<file path="config.mk">
export PLATFORM = sky130hd
export DESIGN_NAME = id_forward
export DESIGN_NICKNAME = d
export VERILOG_FILES = /design/src/design/id_pkg.sv /design/src/design/id_forward.sv
export VERILOG_INCLUDE_DIRS = /design/src /design/src/include
export SDC_FILE = /design/constraint.sdc
export NUM_CORES = 1
export LEC_CHECK = 0
export ABC_CLOCK_PERIOD_IN_PS = 1800
export CORE_AREA = 5 5 206 208
export DETAILED_ROUTE_END_ITERATION = 8
export DIE_AREA = 0 0 211 213
export DONT_BUFFER_PORTS = 1
export PLACE_DENSITY = 0.3
export SLEW_MARGIN = 20
export SYNTH_ARGS = -nofsm -noshare
export SYNTH_HDL_FRONTEND = slang
export SYNTH_SLANG_ARGS = --single-unit
</file>
<file path="constraint.sdc">
create_clock -name vclk -period 1.8
set_clock_uncertainty 0.1 [all_clocks]
set_input_delay 0.09 -clock vclk [all_inputs]
set_output_delay 0.09 -clock vclk [all_outputs]
set_load 0.02 [all_outputs]
</file>
<file path="src/include/id_params.svh">
`ifndef ID_PARAMS_SVH
`define ID_PARAMS_SVH

`define XLEN        64
`define REG_NUM     32
`define REG_IDX_W   5
`define INST_W      32

// Bit ranges of the fixed instruction fields.
`define OPCODE_LOC  6:0
`define RD_LOC      11:7
`define FUNCT3_LOC  14:12
`define RS1_LOC     19:15
`define RS2_LOC     24:20
`define FUNCT7_LOC  31:25

`endif

</file>
<file path="src/design/id_pkg.sv">
`include "id_params.svh"

package id_pkg;

    typedef enum logic [6:0] {
        OPC_LUI       = 7'b0110111,
        OPC_AUIPC     = 7'b0010111,
        OPC_JAL       = 7'b1101111,
        OPC_JALR      = 7'b1100111,
        OPC_BRANCH    = 7'b1100011,
        OPC_LOAD      = 7'b0000011,
        OPC_STORE     = 7'b0100011,
        OPC_OP_IMM    = 7'b0010011,
        OPC_OP        = 7'b0110011,
        OPC_OP_IMM_32 = 7'b0011011,
        OPC_OP_32     = 7'b0111011
    } opcode_e;

    typedef enum logic [3:0] {
        ALU_ADD  = 4'd0,
        ALU_SUB  = 4'd1,
        ALU_SLL  = 4'd2,
        ALU_SLT  = 4'd3,
        ALU_SLTU = 4'd4,
        ALU_XOR  = 4'd5,
        ALU_SRL  = 4'd6,
        ALU_SRA  = 4'd7,
        ALU_OR   = 4'd8,
        ALU_AND  = 4'd9
    } alu_op_e;

    typedef enum logic [2:0] {
        CMP_BEQ  = 3'd0,
        CMP_BNE  = 3'd1,
        CMP_BLT  = 3'd2,
        CMP_BGE  = 3'd3,
        CMP_BLTU = 3'd4,
        CMP_BGEU = 3'd5,
        CMP_NONE = 3'd7
    } comp_type_e;

    typedef enum logic [2:0] {
        IMM_I    = 3'd0,
        IMM_S    = 3'd1,
        IMM_B    = 3'd2,
        IMM_U    = 3'd3,
        IMM_J    = 3'd4,
        IMM_NONE = 3'd7
    } imm_type_e;

    typedef enum logic [1:0] {
        MEM_B = 2'd0,
        MEM_H = 2'd1,
        MEM_W = 2'd2,
        MEM_D = 2'd3
    } mem_size_e;

    typedef enum logic [1:0] {
        FWD_REG    = 2'd0,
        FWD_ID2EX  = 2'd1,
        FWD_EX2MEM = 2'd2,
        FWD_MEM2WB = 2'd3
    } fwd_sel_e;

    typedef struct packed {
        logic       rs1_en;
        logic       rs2_en;
        logic       rd_en;
        logic       is_jump;
        logic       is_branch;
        logic       jump_base_rs1;  // jalr adds the immediate to rs1.
        logic       is_lui;
        logic       is_auipc;
        logic       rd_early;       // result is already known in decode.
        logic       alu_src_pc;
        logic       alu_src_imm;
        logic       is_word;
        alu_op_e    alu_op;
        comp_type_e comp_type;
        imm_type_e  imm_type;
        logic       mem_read;
        logic       mem_write;
        mem_size_e  mem_size;
        logic       load_unsigned;
    } ctrl_t;

    typedef struct packed {
        logic                  rd_en;
        logic [`REG_IDX_W-1:0] rd_index;
        logic [`XLEN-1:0]      rd_data;
    } wb_t;

    typedef struct packed {
        logic                  valid;
        ctrl_t                 ctrl;
        logic [`XLEN-1:0]      pc;
        logic [`XLEN-1:0]      rs1_data;
        logic [`XLEN-1:0]      rs2_data;
        logic [`XLEN-1:0]      imm;
        logic [`REG_IDX_W-1:0] rd_index;
        logic [`XLEN-1:0]      rd_data;
    } id2ex_t;

endpackage

</file>
<file path="src/design/id_forward.sv">
`timescale 1ns/1ps
`include "id_params.svh"

module id_forward import id_pkg::*; (
    input  ctrl_t                 ctrl_i,
    input  logic [`REG_IDX_W-1:0] rs1_index_i,
    input  logic [`REG_IDX_W-1:0] rs2_index_i,
    input  id2ex_t                id2ex_i,
    input  wb_t                   ex2mem_i,
    input  wb_t                   mem2wb_i,
    output fwd_sel_e              rs1_sel_o,
    output fwd_sel_e              rs2_sel_o,
    output logic                  hazard_o
);

    logic id2ex_wr;
    logic rs1_hit_id2ex;
    logic rs1_hit_ex2mem;
    logic rs1_hit_mem2wb;
    logic rs2_hit_id2ex;
    logic rs2_hit_ex2mem;
    logic rs2_hit_mem2wb;

    function automatic logic hit(input logic                  src_en,
                                 input logic [`REG_IDX_W-1:0] src,
                                 input logic                  dst_en,
                                 input logic [`REG_IDX_W-1:0] dst);
        return src_en && (src != '0) && dst_en && (src == dst);
    endfunction

    function automatic fwd_sel_e pick(input logic h_id2ex,
                                      input logic h_ex2mem,
                                      input logic h_mem2wb);
        if (h_id2ex) return FWD_ID2EX;  // youngest producer wins.
        if (h_ex2mem) return FWD_EX2MEM;
        if (h_mem2wb) return FWD_MEM2WB;
        return FWD_REG;
    endfunction

    assign id2ex_wr = id2ex_i.valid & id2ex_i.ctrl.rd_en;  // bubbles produce nothing.

    assign rs1_hit_id2ex  = hit(ctrl_i.rs1_en, rs1_index_i, id2ex_wr, id2ex_i.rd_index);
    assign rs1_hit_ex2mem = hit(ctrl_i.rs1_en, rs1_index_i, ex2mem_i.rd_en, ex2mem_i.rd_index);
    assign rs1_hit_mem2wb = hit(ctrl_i.rs1_en, rs1_index_i, mem2wb_i.rd_en, mem2wb_i.rd_index);
    assign rs2_hit_id2ex  = hit(ctrl_i.rs2_en, rs2_index_i, id2ex_wr, id2ex_i.rd_index);
    assign rs2_hit_ex2mem = hit(ctrl_i.rs2_en, rs2_index_i, ex2mem_i.rd_en, ex2mem_i.rd_index);
    assign rs2_hit_mem2wb = hit(ctrl_i.rs2_en, rs2_index_i, mem2wb_i.rd_en, mem2wb_i.rd_index);

    assign rs1_sel_o = pick(rs1_hit_id2ex, rs1_hit_ex2mem, rs1_hit_mem2wb);
    assign rs2_sel_o = pick(rs2_hit_id2ex, rs2_hit_ex2mem, rs2_hit_mem2wb);

    // The id2ex result is usable only when it was produced in decode.
    assign hazard_o = (rs1_hit_id2ex | rs2_hit_id2ex) & ~id2ex_i.ctrl.rd_early;

endmodule

</file>
Word level (Yosys, flattened, before mapping)
Cells that the tools add are included.
{"block": "op_classes", "eq_ne": 6, "n_mux": 24, "bitwise": 4, "n_reduce_logical": 16}
{"op": "5-bit == test", "n": 6}
{"op": "2-bit 2-to-1 mux", "n": 12}
{"op": "1-bit logical AND", "n": 14}
{"op": "1-bit 2-to-1 mux", "n": 12}
{"op": "5-bit nonzero test", "n": 2}
{"op": "1-bit bitwise AND", "n": 2}
{"op": "1-bit NOT", "n": 1}
{"op": "1-bit OR", "n": 1}
{"block": "totals", "reg_bits": 0, "input_bits": 530, "out_inout_bits": 5}

Depth between registers and ports, before layout
Gate-level depths: netlist (run 1).
{"block": "depth", "ltp_word": 11, "ltp_mapped": 4, "mapped_depth_nobuf": 4}

Worst setup path before layout (run 1)
No wires, ideal clock.
{"block": "synth_timing", "path_kind": "input port to output port", "start": "in rs1_index_i[1]", "end": "out rs1_sel_o[0]", "t_arrival_ns": 1.445, "required_time_ns": 1.610, "path_slack_ns": 0.165, "cell_stages": 4, "path_buffers": 0, "cell_sequence": "or4_1 o21ai_1 nor3_1 o31ai_1"}
{"block": "synth_between", "elab_chain_len": 10, "elab_cells_between_ends": 22, "cone_classes": "eq/ne (3); mux (11); reduce/logical (8)"}
{"element": "start: declaration", "line": "id_forward.sv:6", "rtl": "input logic [`REG_IDX_W-1:0] rs1_index_i,"}
{"element": "5-bit nonzero test", "line": "id_forward.sv:28", "rtl": "return src_en && (src != '0) && dst_en && (src == dst);"}
{"element": "1-bit logical AND (3 in a row)", "line": "id_forward.sv:28"}
{"element": "1-bit 2-to-1 mux (2 in a row)", "line": "id_forward.sv:36", "rtl": "if (h_mem2wb) return FWD_MEM2WB;"}
{"element": "1-bit 2-to-1 mux", "line": "id_forward.sv:35", "rtl": "if (h_ex2mem) return FWD_EX2MEM;"}
{"element": "2-bit 2-to-1 mux", "line": "id_forward.sv:37", "rtl": "return FWD_REG;"}
{"element": "2-bit 2-to-1 mux", "line": "id_forward.sv:36"}
{"element": "2-bit 2-to-1 mux *", "line": "id_forward.sv:35"}
{"element": "end: declaration", "line": "id_forward.sv:11", "rtl": "output fwd_sel_e rs1_sel_o,"}
Every way passes the cells marked *; elsewhere a longest branch is shown, timed or not. The select of a mux whose other input is x is not followed.

Worst setup path in the final report (run 1)
{"block": "layout_timing", "start": "in rs2_index_i[1]", "end": "out rs2_sel_o[1]"}
{"block": "layout_between", "elab_chain_len": 10, "elab_cells_between_ends": 22, "cone_classes": "eq/ne (3); mux (11); reduce/logical (8)"}
{"element": "start: declaration", "line": "id_forward.sv:7", "rtl": "input logic [`REG_IDX_W-1:0] rs2_index_i,"}
{"element": "5-bit nonzero test", "line": "id_forward.sv:28"}
{"element": "1-bit logical AND (3 in a row)", "line": "id_forward.sv:28"}
{"element": "1-bit 2-to-1 mux (2 in a row)", "line": "id_forward.sv:36"}
{"element": "1-bit 2-to-1 mux", "line": "id_forward.sv:35"}
{"element": "2-bit 2-to-1 mux", "line": "id_forward.sv:37"}
{"element": "2-bit 2-to-1 mux", "line": "id_forward.sv:36"}
{"element": "2-bit 2-to-1 mux *", "line": "id_forward.sv:35"}
{"element": "end: declaration", "line": "id_forward.sv:12", "rtl": "output fwd_sel_e rs2_sel_o,"}
Marked as above.

==> results.sh, run 1 <==
export IMPL_status="completed"
export IMPL_fin_setup_tns_ps=0
export IMPL_cp_required_ps=1610
export IMPL_core_um2=40400
export IMPL_postCtsHoldBufs=0
export IMPL_cp_cell_sequence="or4_1 > o21ai_2 > and4b_1 > o21a_1 > buf_12"
export IMPL_max_stage_delay_ps=540
export IMPL_ys_seq_area_share_pct=0
export IMPL_die_area_um2=44900
export IMPL_ioPinCount=535
export IMPL_gp_congestion=0.644
export IMPL_nClkBuffers=0
export IMPL_dr_pass1_iters=4
export IMPL_placement_cell_area_um2=1140
export IMPL_maxSlewViolCount=0
export IMPL_drive_gt1_share_pct=8.20
export IMPL_yosysMostFrequentCell="xnor2_1"
export IMPL_finalCriticalPeriod_ps=1580
export IMPL_vias_per_cell=0.759
export IMPL_critPathArrivalTime_ps=1390
export IMPL_synth_cells=57
export IMPL_start_kind="input pin"
export IMPL_ant_nets=0
export IMPL_worst_slew_margin_rel_pct=75.6
export IMPL_worstHoldEndpoint="hazard_o"
export IMPL_setup_viol=0
export IMPL_wl_per_cell_um=7.25
export IMPL_route_detailed_drc=0
export IMPL_seqCellArea_um2=0
export IMPL_syn_num_nets=587
export IMPL_num_vias=451
export IMPL_cellPowerDensity_nw_per_um2=78.0
export IMPL_slowest_stage="or4_1"
export IMPL_rsz0062_at_grt="no"
export IMPL_die_h_um=213
export IMPL_port_buffers=0
export IMPL_ys_types=16
export IMPL_drt_first_iter_violations=23
export IMPL_nets=593
export IMPL_yosys_area_top_type="xnor2_1"
export IMPL_hold_violations=0
export IMPL_tightest_slew_ps=363
export IMPL_ir_drop_mv=0.0526
export IMPL_ys_top_cells_by_area="xnor2_1, xor2_1, or4_1"
export IMPL_end_kind="output port"
export IMPL_overflow=0
export IMPL_yosys_warnings=0
export IMPL_syn_area_um2=432
export IMPL_cp_max_fo=4
export IMPL_wl_um=4310
export IMPL_seq_cells=0
export IMPL_fin_crit_sh_pct=87.8
export IMPL_post_cts_buffers=0
export IMPL_design_area_um2=1140
export IMPL_pre_cts_ws_ps=202
export IMPL_grt_pass1_wl_um=5240
export IMPL_antenna_found_initial=0
export IMPL_hold_path_class="input pin to output port"
export IMPL_synth_top_area_share_pct=42.6
export IMPL_rows=74
export IMPL_power_leakage_nw=0.144
export IMPL_die_w_um=211
export IMPL_crit_type="input pin to output port"
export IMPL_final_util_pct=2.83
export IMPL_hold_start="id2ex_i[343]"
export IMPL_setup_ws_ps=219
export IMPL_synthTopCellsByCount="xnor2_1, xor2_1, or4_1"
export IMPL_grt_max_degree=6
export IMPL_maxCapViolCount=0
export IMPL_fill_cells=4879
export IMPL_grt_pass1_vias=476
export IMPL_synth_area_per_cell_um2=7.57
export IMPL_areaGrowthSynthToFinish_pct=165
export IMPL_ctsResizeCount=0
export IMPL_track_usage_pct=1.80
export IMPL_hold_depth=2
export IMPL_timing_fmax_mhz=633
export IMPL_initial_core_util_pct=1.07
worst max-delay path, delay by kind of cell:
| family | cells | cell delay [ps] |
|---|---|---|
| AND/OR/NAND/NOR | 2 | 750 |
| buffers and inverters | 1 | 140 |
| AO/OA/AOI/OAI | 2 | 400 |
worst max-delay path by stage:
stage / from / endpoint / slack, ps / cells after the start
finish: rs2_index_i[1] / rs2_sel_o[1] / 220 / 5
global route: rs2_index_i[1] / rs2_sel_o[1] / 130 / 5
CTS: rs1_index_i[1] / rs1_sel_o[0] / 200 / 5
detailed placement: rs1_index_i[1] / rs1_sel_o[0] / 200 / 5
global placement: rs1_index_i[1] / rs1_sel_o[0] / 200 / 5
floorplan: rs1_index_i[1] / rs1_sel_o[0] / 170 / 4
placed cells by master (no fill, tap or decap):
master and instances:
xor2_1 9, xnor2_1 21, nor2_1 1, and4b_1 1
buf_12 1, o21a_1 2, diode_2 1, nor3_1 2
o31ai_1 2, or4_1 5, a21oi_1 1, nor4_1 1
o21ai_2 1, o211ai_1 1, nand3_1 1, nand4_1 4
o21ai_1 1, nand2_1 4, buf_4 3
metrics by stage:
stage / total power, mW / std cells / hold slack, ps
floorplan: 0.0694 / 57 / 157
global placement: 0.0888 / 593 / 265
detailed placement: 0.0891 / 593 / 272
CTS: 0.0896 / 593 / 273
global route: 0.0970 / 593 / 275
finish: 0.0891 / 594 / 269
layout make-up:
type / instances / area, um^2 / share of cell area (%)
Tap cell: 532 / 666 / 58.3
Antenna cell: 1 / 2.50 / 0.219
Timing Repair Buffer: 4 / 42.5 / 3.72
Multi-Input combinational cell: 57 / 432 / 37.8
where the power goes:
group / switching (mW) / total [mW] / internal, mW / leakage [nW]
logic: 0.0380 / 0.0891 / 0.0511 / 0.144
registers: 0 / 0 / 0 / 0
clock network: 0 / 0.0000000751 / 0.0000000751 / 0.00000634
per-layer routing:
layer  wire, um  track usage (%)  up-vias
met5          0                0        -
met4          0                0        0
met3        824             1.57        0
met2       1660             2.44       26
met1       1820             2.28      208
li1           -                -      217
cells by family (layout without fill, tap and decap cells):
group,after synthesis,in the layout,share of synthesized area [%]
XOR/XNOR,30,30,60.9
other,0,1,0
AND/OR/NAND/NOR,19,19,26.1
buffers and inverters,0,4,0
AO/OA/AOI/OAI,8,8,13.0
No activity file was read; power rests on OpenSTA's default activity.
==> run 2, diff against run 1 <==
Settings changed: RECOVER_POWER set to 50, SETUP_SLACK_MARGIN set to 0.4.
==> run 2 against run 1 <==
Non-clock buffer count grew 2. Via count grew 2.0%. Count of clock-buffer cells in the layout is the same. Critical path depth shrank 1. Combinational power grew 27%. Hold slack lost 46 ps. Largest power group unchanged.
==> results.sh, run 2 (synthesis results as in run 1) <==
export IMPL_grt_max_degree=6
export IMPL_track_usage_pct=1.80
export IMPL_dp_cells=593
export IMPL_timing_fmax_mhz=629
export IMPL_worst_slew_margin_rel_pct=72.7
export IMPL_cellPowerDensity_nw_per_um2=88.6
export IMPL_initial_core_util_pct=1.07
export IMPL_end_kind="output port"
export IMPL_wl_per_cell_um=7.17
export IMPL_vias_per_cell=0.773
export IMPL_crit_type="input pin to output port"
export IMPL_pre_cts_ws_ps=176
export IMPL_gp_congestion=0.657
export IMPL_power_leakage_nw=0.200
export IMPL_postCtsHoldBufs=0
export IMPL_fin_crit_sh_pct=88.3
export IMPL_finalCriticalPeriod_ps=1590
export IMPL_maxSlewViolCount=0
export IMPL_rsz0062_at_grt="yes"
export IMPL_setup_ws_ps=211
export IMPL_start_kind="input pin"
export IMPL_wl_um=4270
export IMPL_nClkBuffers=0
export IMPL_rows=74
export IMPL_core_um2=40400
export IMPL_fin_setup_tns_ps=0
export IMPL_final_cell_mix="xnor2_1, xor2_1, nand4_1, nand2_1, xnor2_2"
export IMPL_hold_path_class="input pin to output port"
export IMPL_num_vias=460
export IMPL_hold_start="id2ex_i[343]"
export IMPL_grt_pass1_wl_um=5270
export IMPL_drive_gt1_share_pct=31.7
export IMPL_ir_drop_mv=0.0362
export IMPL_grt_pass1_vias=509
export IMPL_maxCapViolCount=0
export IMPL_hold_violations=0
export IMPL_drt_first_iter_violations=9
export IMPL_ant_nets=0
export IMPL_multi_input_area_um2=531
export IMPL_hold_depth=2
export IMPL_critPathArrivalTime_ps=1400
export IMPL_seq_cells=0
export IMPL_status="completed"
export IMPL_worstHoldEndpoint="hazard_o"
export IMPL_die_h_um=213
export IMPL_route_detailed_drc=0
export IMPL_cp_max_fo=4
export IMPL_overflow=0
export IMPL_tightest_slew_ps=406
export IMPL_layout_commonest_cell="xnor2_1"
export IMPL_fill_cells=4869
export IMPL_port_buffers=0
export IMPL_die_w_um=211
export IMPL_setup_viol=0
export IMPL_nets=595
export IMPL_whs_ps=224
export IMPL_dr_pass1_iters=4
export IMPL_fin_cells=595
export IMPL_antennaDiodeCount=0
export IMPL_cp_required_ps=1610
export IMPL_antenna_found_initial=0
export IMPL_die_area_um2=44900
export IMPL_seqCellArea_um2=0
export IMPL_ioPinCount=535
export IMPL_areaGrowthSynthToFinish_pct=194
[run 2: cell types whose count changed in the layout (fill, tap and decap cells not counted), sizes merged]
cell,change
diode,-1
buf,+2
[run 2: worst max-delay path, stage by stage]
cell	delay, ps
or4_4	550
o21ai_4	170
or4_1	240
o21a_1	340
[run 2: metal layers]
layer  track usage, %  part of all wire, %  wire, um  up-vias
li1                 -                    -         -      221
met1             2.38                   43      1830      208
met2             2.18                   34      1460       31
met3             1.75                   23       975        0
met4                0                    0         0        0
met5                0                    0         0        -
[run 2: repair_timing]
item	CTS	global route
endpoints found under the setup margin	5	5
pin swaps	7	6
resized for setup	9	3
buffers inserted	2	0
[run 2: how the worst max path moves through the flow]
stage / from / endpoint / slack (ps)
floorplan: rs2_index_i[1] / rs2_sel_o[1] / 340
global placement: rs2_index_i[1] / rs2_sel_o[1] / 170
detailed placement: rs2_index_i[1] / rs2_sel_o[1] / 180
CTS: rs2_index_i[1] / rs2_sel_o[0] / 270
global route: rs2_index_i[1] / rs2_sel_o[1] / 140
finish: rs2_index_i[1] / rs2_sel_o[1] / 210
[run 2: power breakdown]
part	internal, mW	switching (mW)	total [mW]
Clock	0	0	0
Sequential	0	0	0
Combinational	0.0687	0.0439	0.113
[run 2: area by class of cell]
cell class / count / area share, %
Timing Repair Buffer: 6 / 5.81
Multi-Input combinational cell: 57 / 41.8
Tap cell: 532 / 52.4
[run 2: per-stage QoR]
stage	cell area, um^2	total power, mW	utilization [%]
after detailed placement	1190	0.0967	2.95
after CTS	1250	0.109	3.11
after floorplan	472	0.0738	-
final	1270	0.113	3.15
after global placement	1190	0.0969	2.95
after global routing	1270	0.121	3.15
==> run 3, diff against run 2 <==
Settings changed: CORE_AREA 5 5 206 208 to 3 3 204 206, DIE_AREA 0 0 211 213 to 0 0 207 209.
==> run 3 against run 2 <==
Non-clock buffer count stayed put. Hold slack got worse by 6.1 ps. Die area decreased by 3.7%. First-iteration DRC count is 78% higher. Critical path type unchanged. Highest routed layer is now met5. Largest power group unchanged. Design area shrank 1.6%. Count of clock-buffer cells in the layout did not move. Total power is 7.1% lower. Global-route usage rose by 0.070 points. Sequential share of layout area stayed put. Largest cell class unchanged.
==> results.sh, run 3 (synthesis results as in run 1) <==
export IMPL_power_uw=105
export IMPL_worstHoldEndpoint="hazard_o"
export IMPL_fin_crit_sh_pct=87.9
export IMPL_tightest_slew_ps=390
export IMPL_ant_nets=0
export IMPL_grt_pass1_wl_um=5310
export IMPL_track_usage_pct=1.87
export IMPL_hold_depth=2
export IMPL_layout_commonest_cell="xnor2_1"
export IMPL_route_detailed_drc=0
export IMPL_status="completed"
export IMPL_rsz0062_at_grt="yes"
export IMPL_hold_start="id2ex_i[343]"
export IMPL_vias_per_cell=0.799
export IMPL_die_h_um=209
export IMPL_timing_fmax_mhz=632
export IMPL_wl_per_cell_um=7.34
export IMPL_cp_max_fo=3
export IMPL_core_um2=39800
export IMPL_areaGrowthSynthToFinish_pct=190
export IMPL_critPathArrivalTime_ps=1390
export IMPL_die_area_um2=43300
export IMPL_start_kind="input pin"
export IMPL_gp_congestion=0.669
export IMPL_overflow=0
export IMPL_port_buffers=0
export IMPL_hold_violations=0
export IMPL_ir_drop_mv=0.0353
export IMPL_initial_core_util_pct=1.08
export IMPL_setup_viol=0
export IMPL_whs_ps=217
export IMPL_end_kind="output port"
export IMPL_cp_required_ps=1610
export IMPL_grt_pass1_vias=466
export IMPL_nets=595
export IMPL_nClkBuffers=0
export IMPL_drive_gt1_share_pct=30.2
export IMPL_dr_pass1_iters=4
export IMPL_worst_slew_margin_rel_pct=73.8
export IMPL_seq_cells=0
export IMPL_die_w_um=207
export IMPL_maxCapViolCount=0
export IMPL_num_vias=470
export IMPL_fin_setup_tns_ps=0
export IMPL_crit_start="id2ex_i[64]"
export IMPL_finalCriticalPeriod_ps=1580
export IMPL_maxSlewViolCount=0
export IMPL_drt_first_iter_violations=16
export IMPL_grt_max_degree=6
export IMPL_seqCellArea_um2=0
export IMPL_power_leakage_nw=0.190
export IMPL_cellPowerDensity_nw_per_um2=83.6
export IMPL_final_cell_mix="xnor2_1, xor2_1, nand4_1, nand2_1"
export IMPL_antenna_found_initial=1
export IMPL_ioPinCount=535
export IMPL_hpwl_um=4140
export IMPL_crit_type="input pin to output port"
export IMPL_wl_um=4320
export IMPL_antennaDiodeCount=0
export IMPL_rows=73
export IMPL_hold_path_class="input pin to output port"
## run 3: cell types whose count changed in the layout (fill, tap and decap cells not counted)
| cell | change |
|---|---|
| a21oi_4 | +1 |
| o21a_1 | -1 |
| xnor2_4 | -1 |
| o21a_4 | +1 |
| a21oi_2 | -1 |
| xnor2_2 | -1 |
| xnor2_1 | +2 |
## run 3: repair_timing
item,in CTS,in global routing
hold buffers,0,0
hold endpoints to repair,0,0
pin swaps,5,4
setup buffers,2,0
resized for setup,4,6
endpoints found under the setup margin,5,5
## run 3: per-layer routing
metal | routed length [um] | vias up | global-route usage (%)
met5 | 9 | - | 0
met1 | 1580 | 216 | 2.04
li1 | - | 221 | -
met3 | 1090 | 2 | 2.15
met4 | 7 | 2 | 0
met2 | 1630 | 29 | 2.54
## run 3: where the power goes
group | internal [mW] | switching [mW]
registers | 0 | 0
logic | 0.0637 | 0.0409
clock network | 0 | 0
total | 0.0637 | 0.0409
## run 3: area by class of cell
cell class,instances,area [um^2]
fillers,4810,38600
repair buffers,6,73.8
multi-input cells,57,519
well taps,525,657
## run 3: stage by stage
stage / utilization [%] / setup slack [ps] / cells / area [um^2]
after global placement: 2.97 / 193 / 586 / 1180
after global routing: 3.14 / 194 / 588 / 1250
final: 3.14 / 218 / 588 / 1250
after CTS: 3.05 / 270 / 588 / 1220
after detailed placement: 2.97 / 189 / 586 / 1180
after floorplan: - / 341 / 57 / 472
## run 3: worst max-delay path, stage by stage
cell and delay, ps:
xnor2_2 140, nand4_1 140, or4_1 680, o21a_1 200, buf_12 140
## run 3: worst max path at each step
stage               cells past startpoint  slack (ps)      endpoint
floorplan                               4         340  rs2_sel_o[1]
global placement                        4         190  rs2_sel_o[1]
detailed placement                      5         190  rs1_sel_o[1]
CTS                                     5         270  rs1_sel_o[1]
global route                            5         190  rs1_sel_o[1]
finish                                  5         220  rs1_sel_o[1]
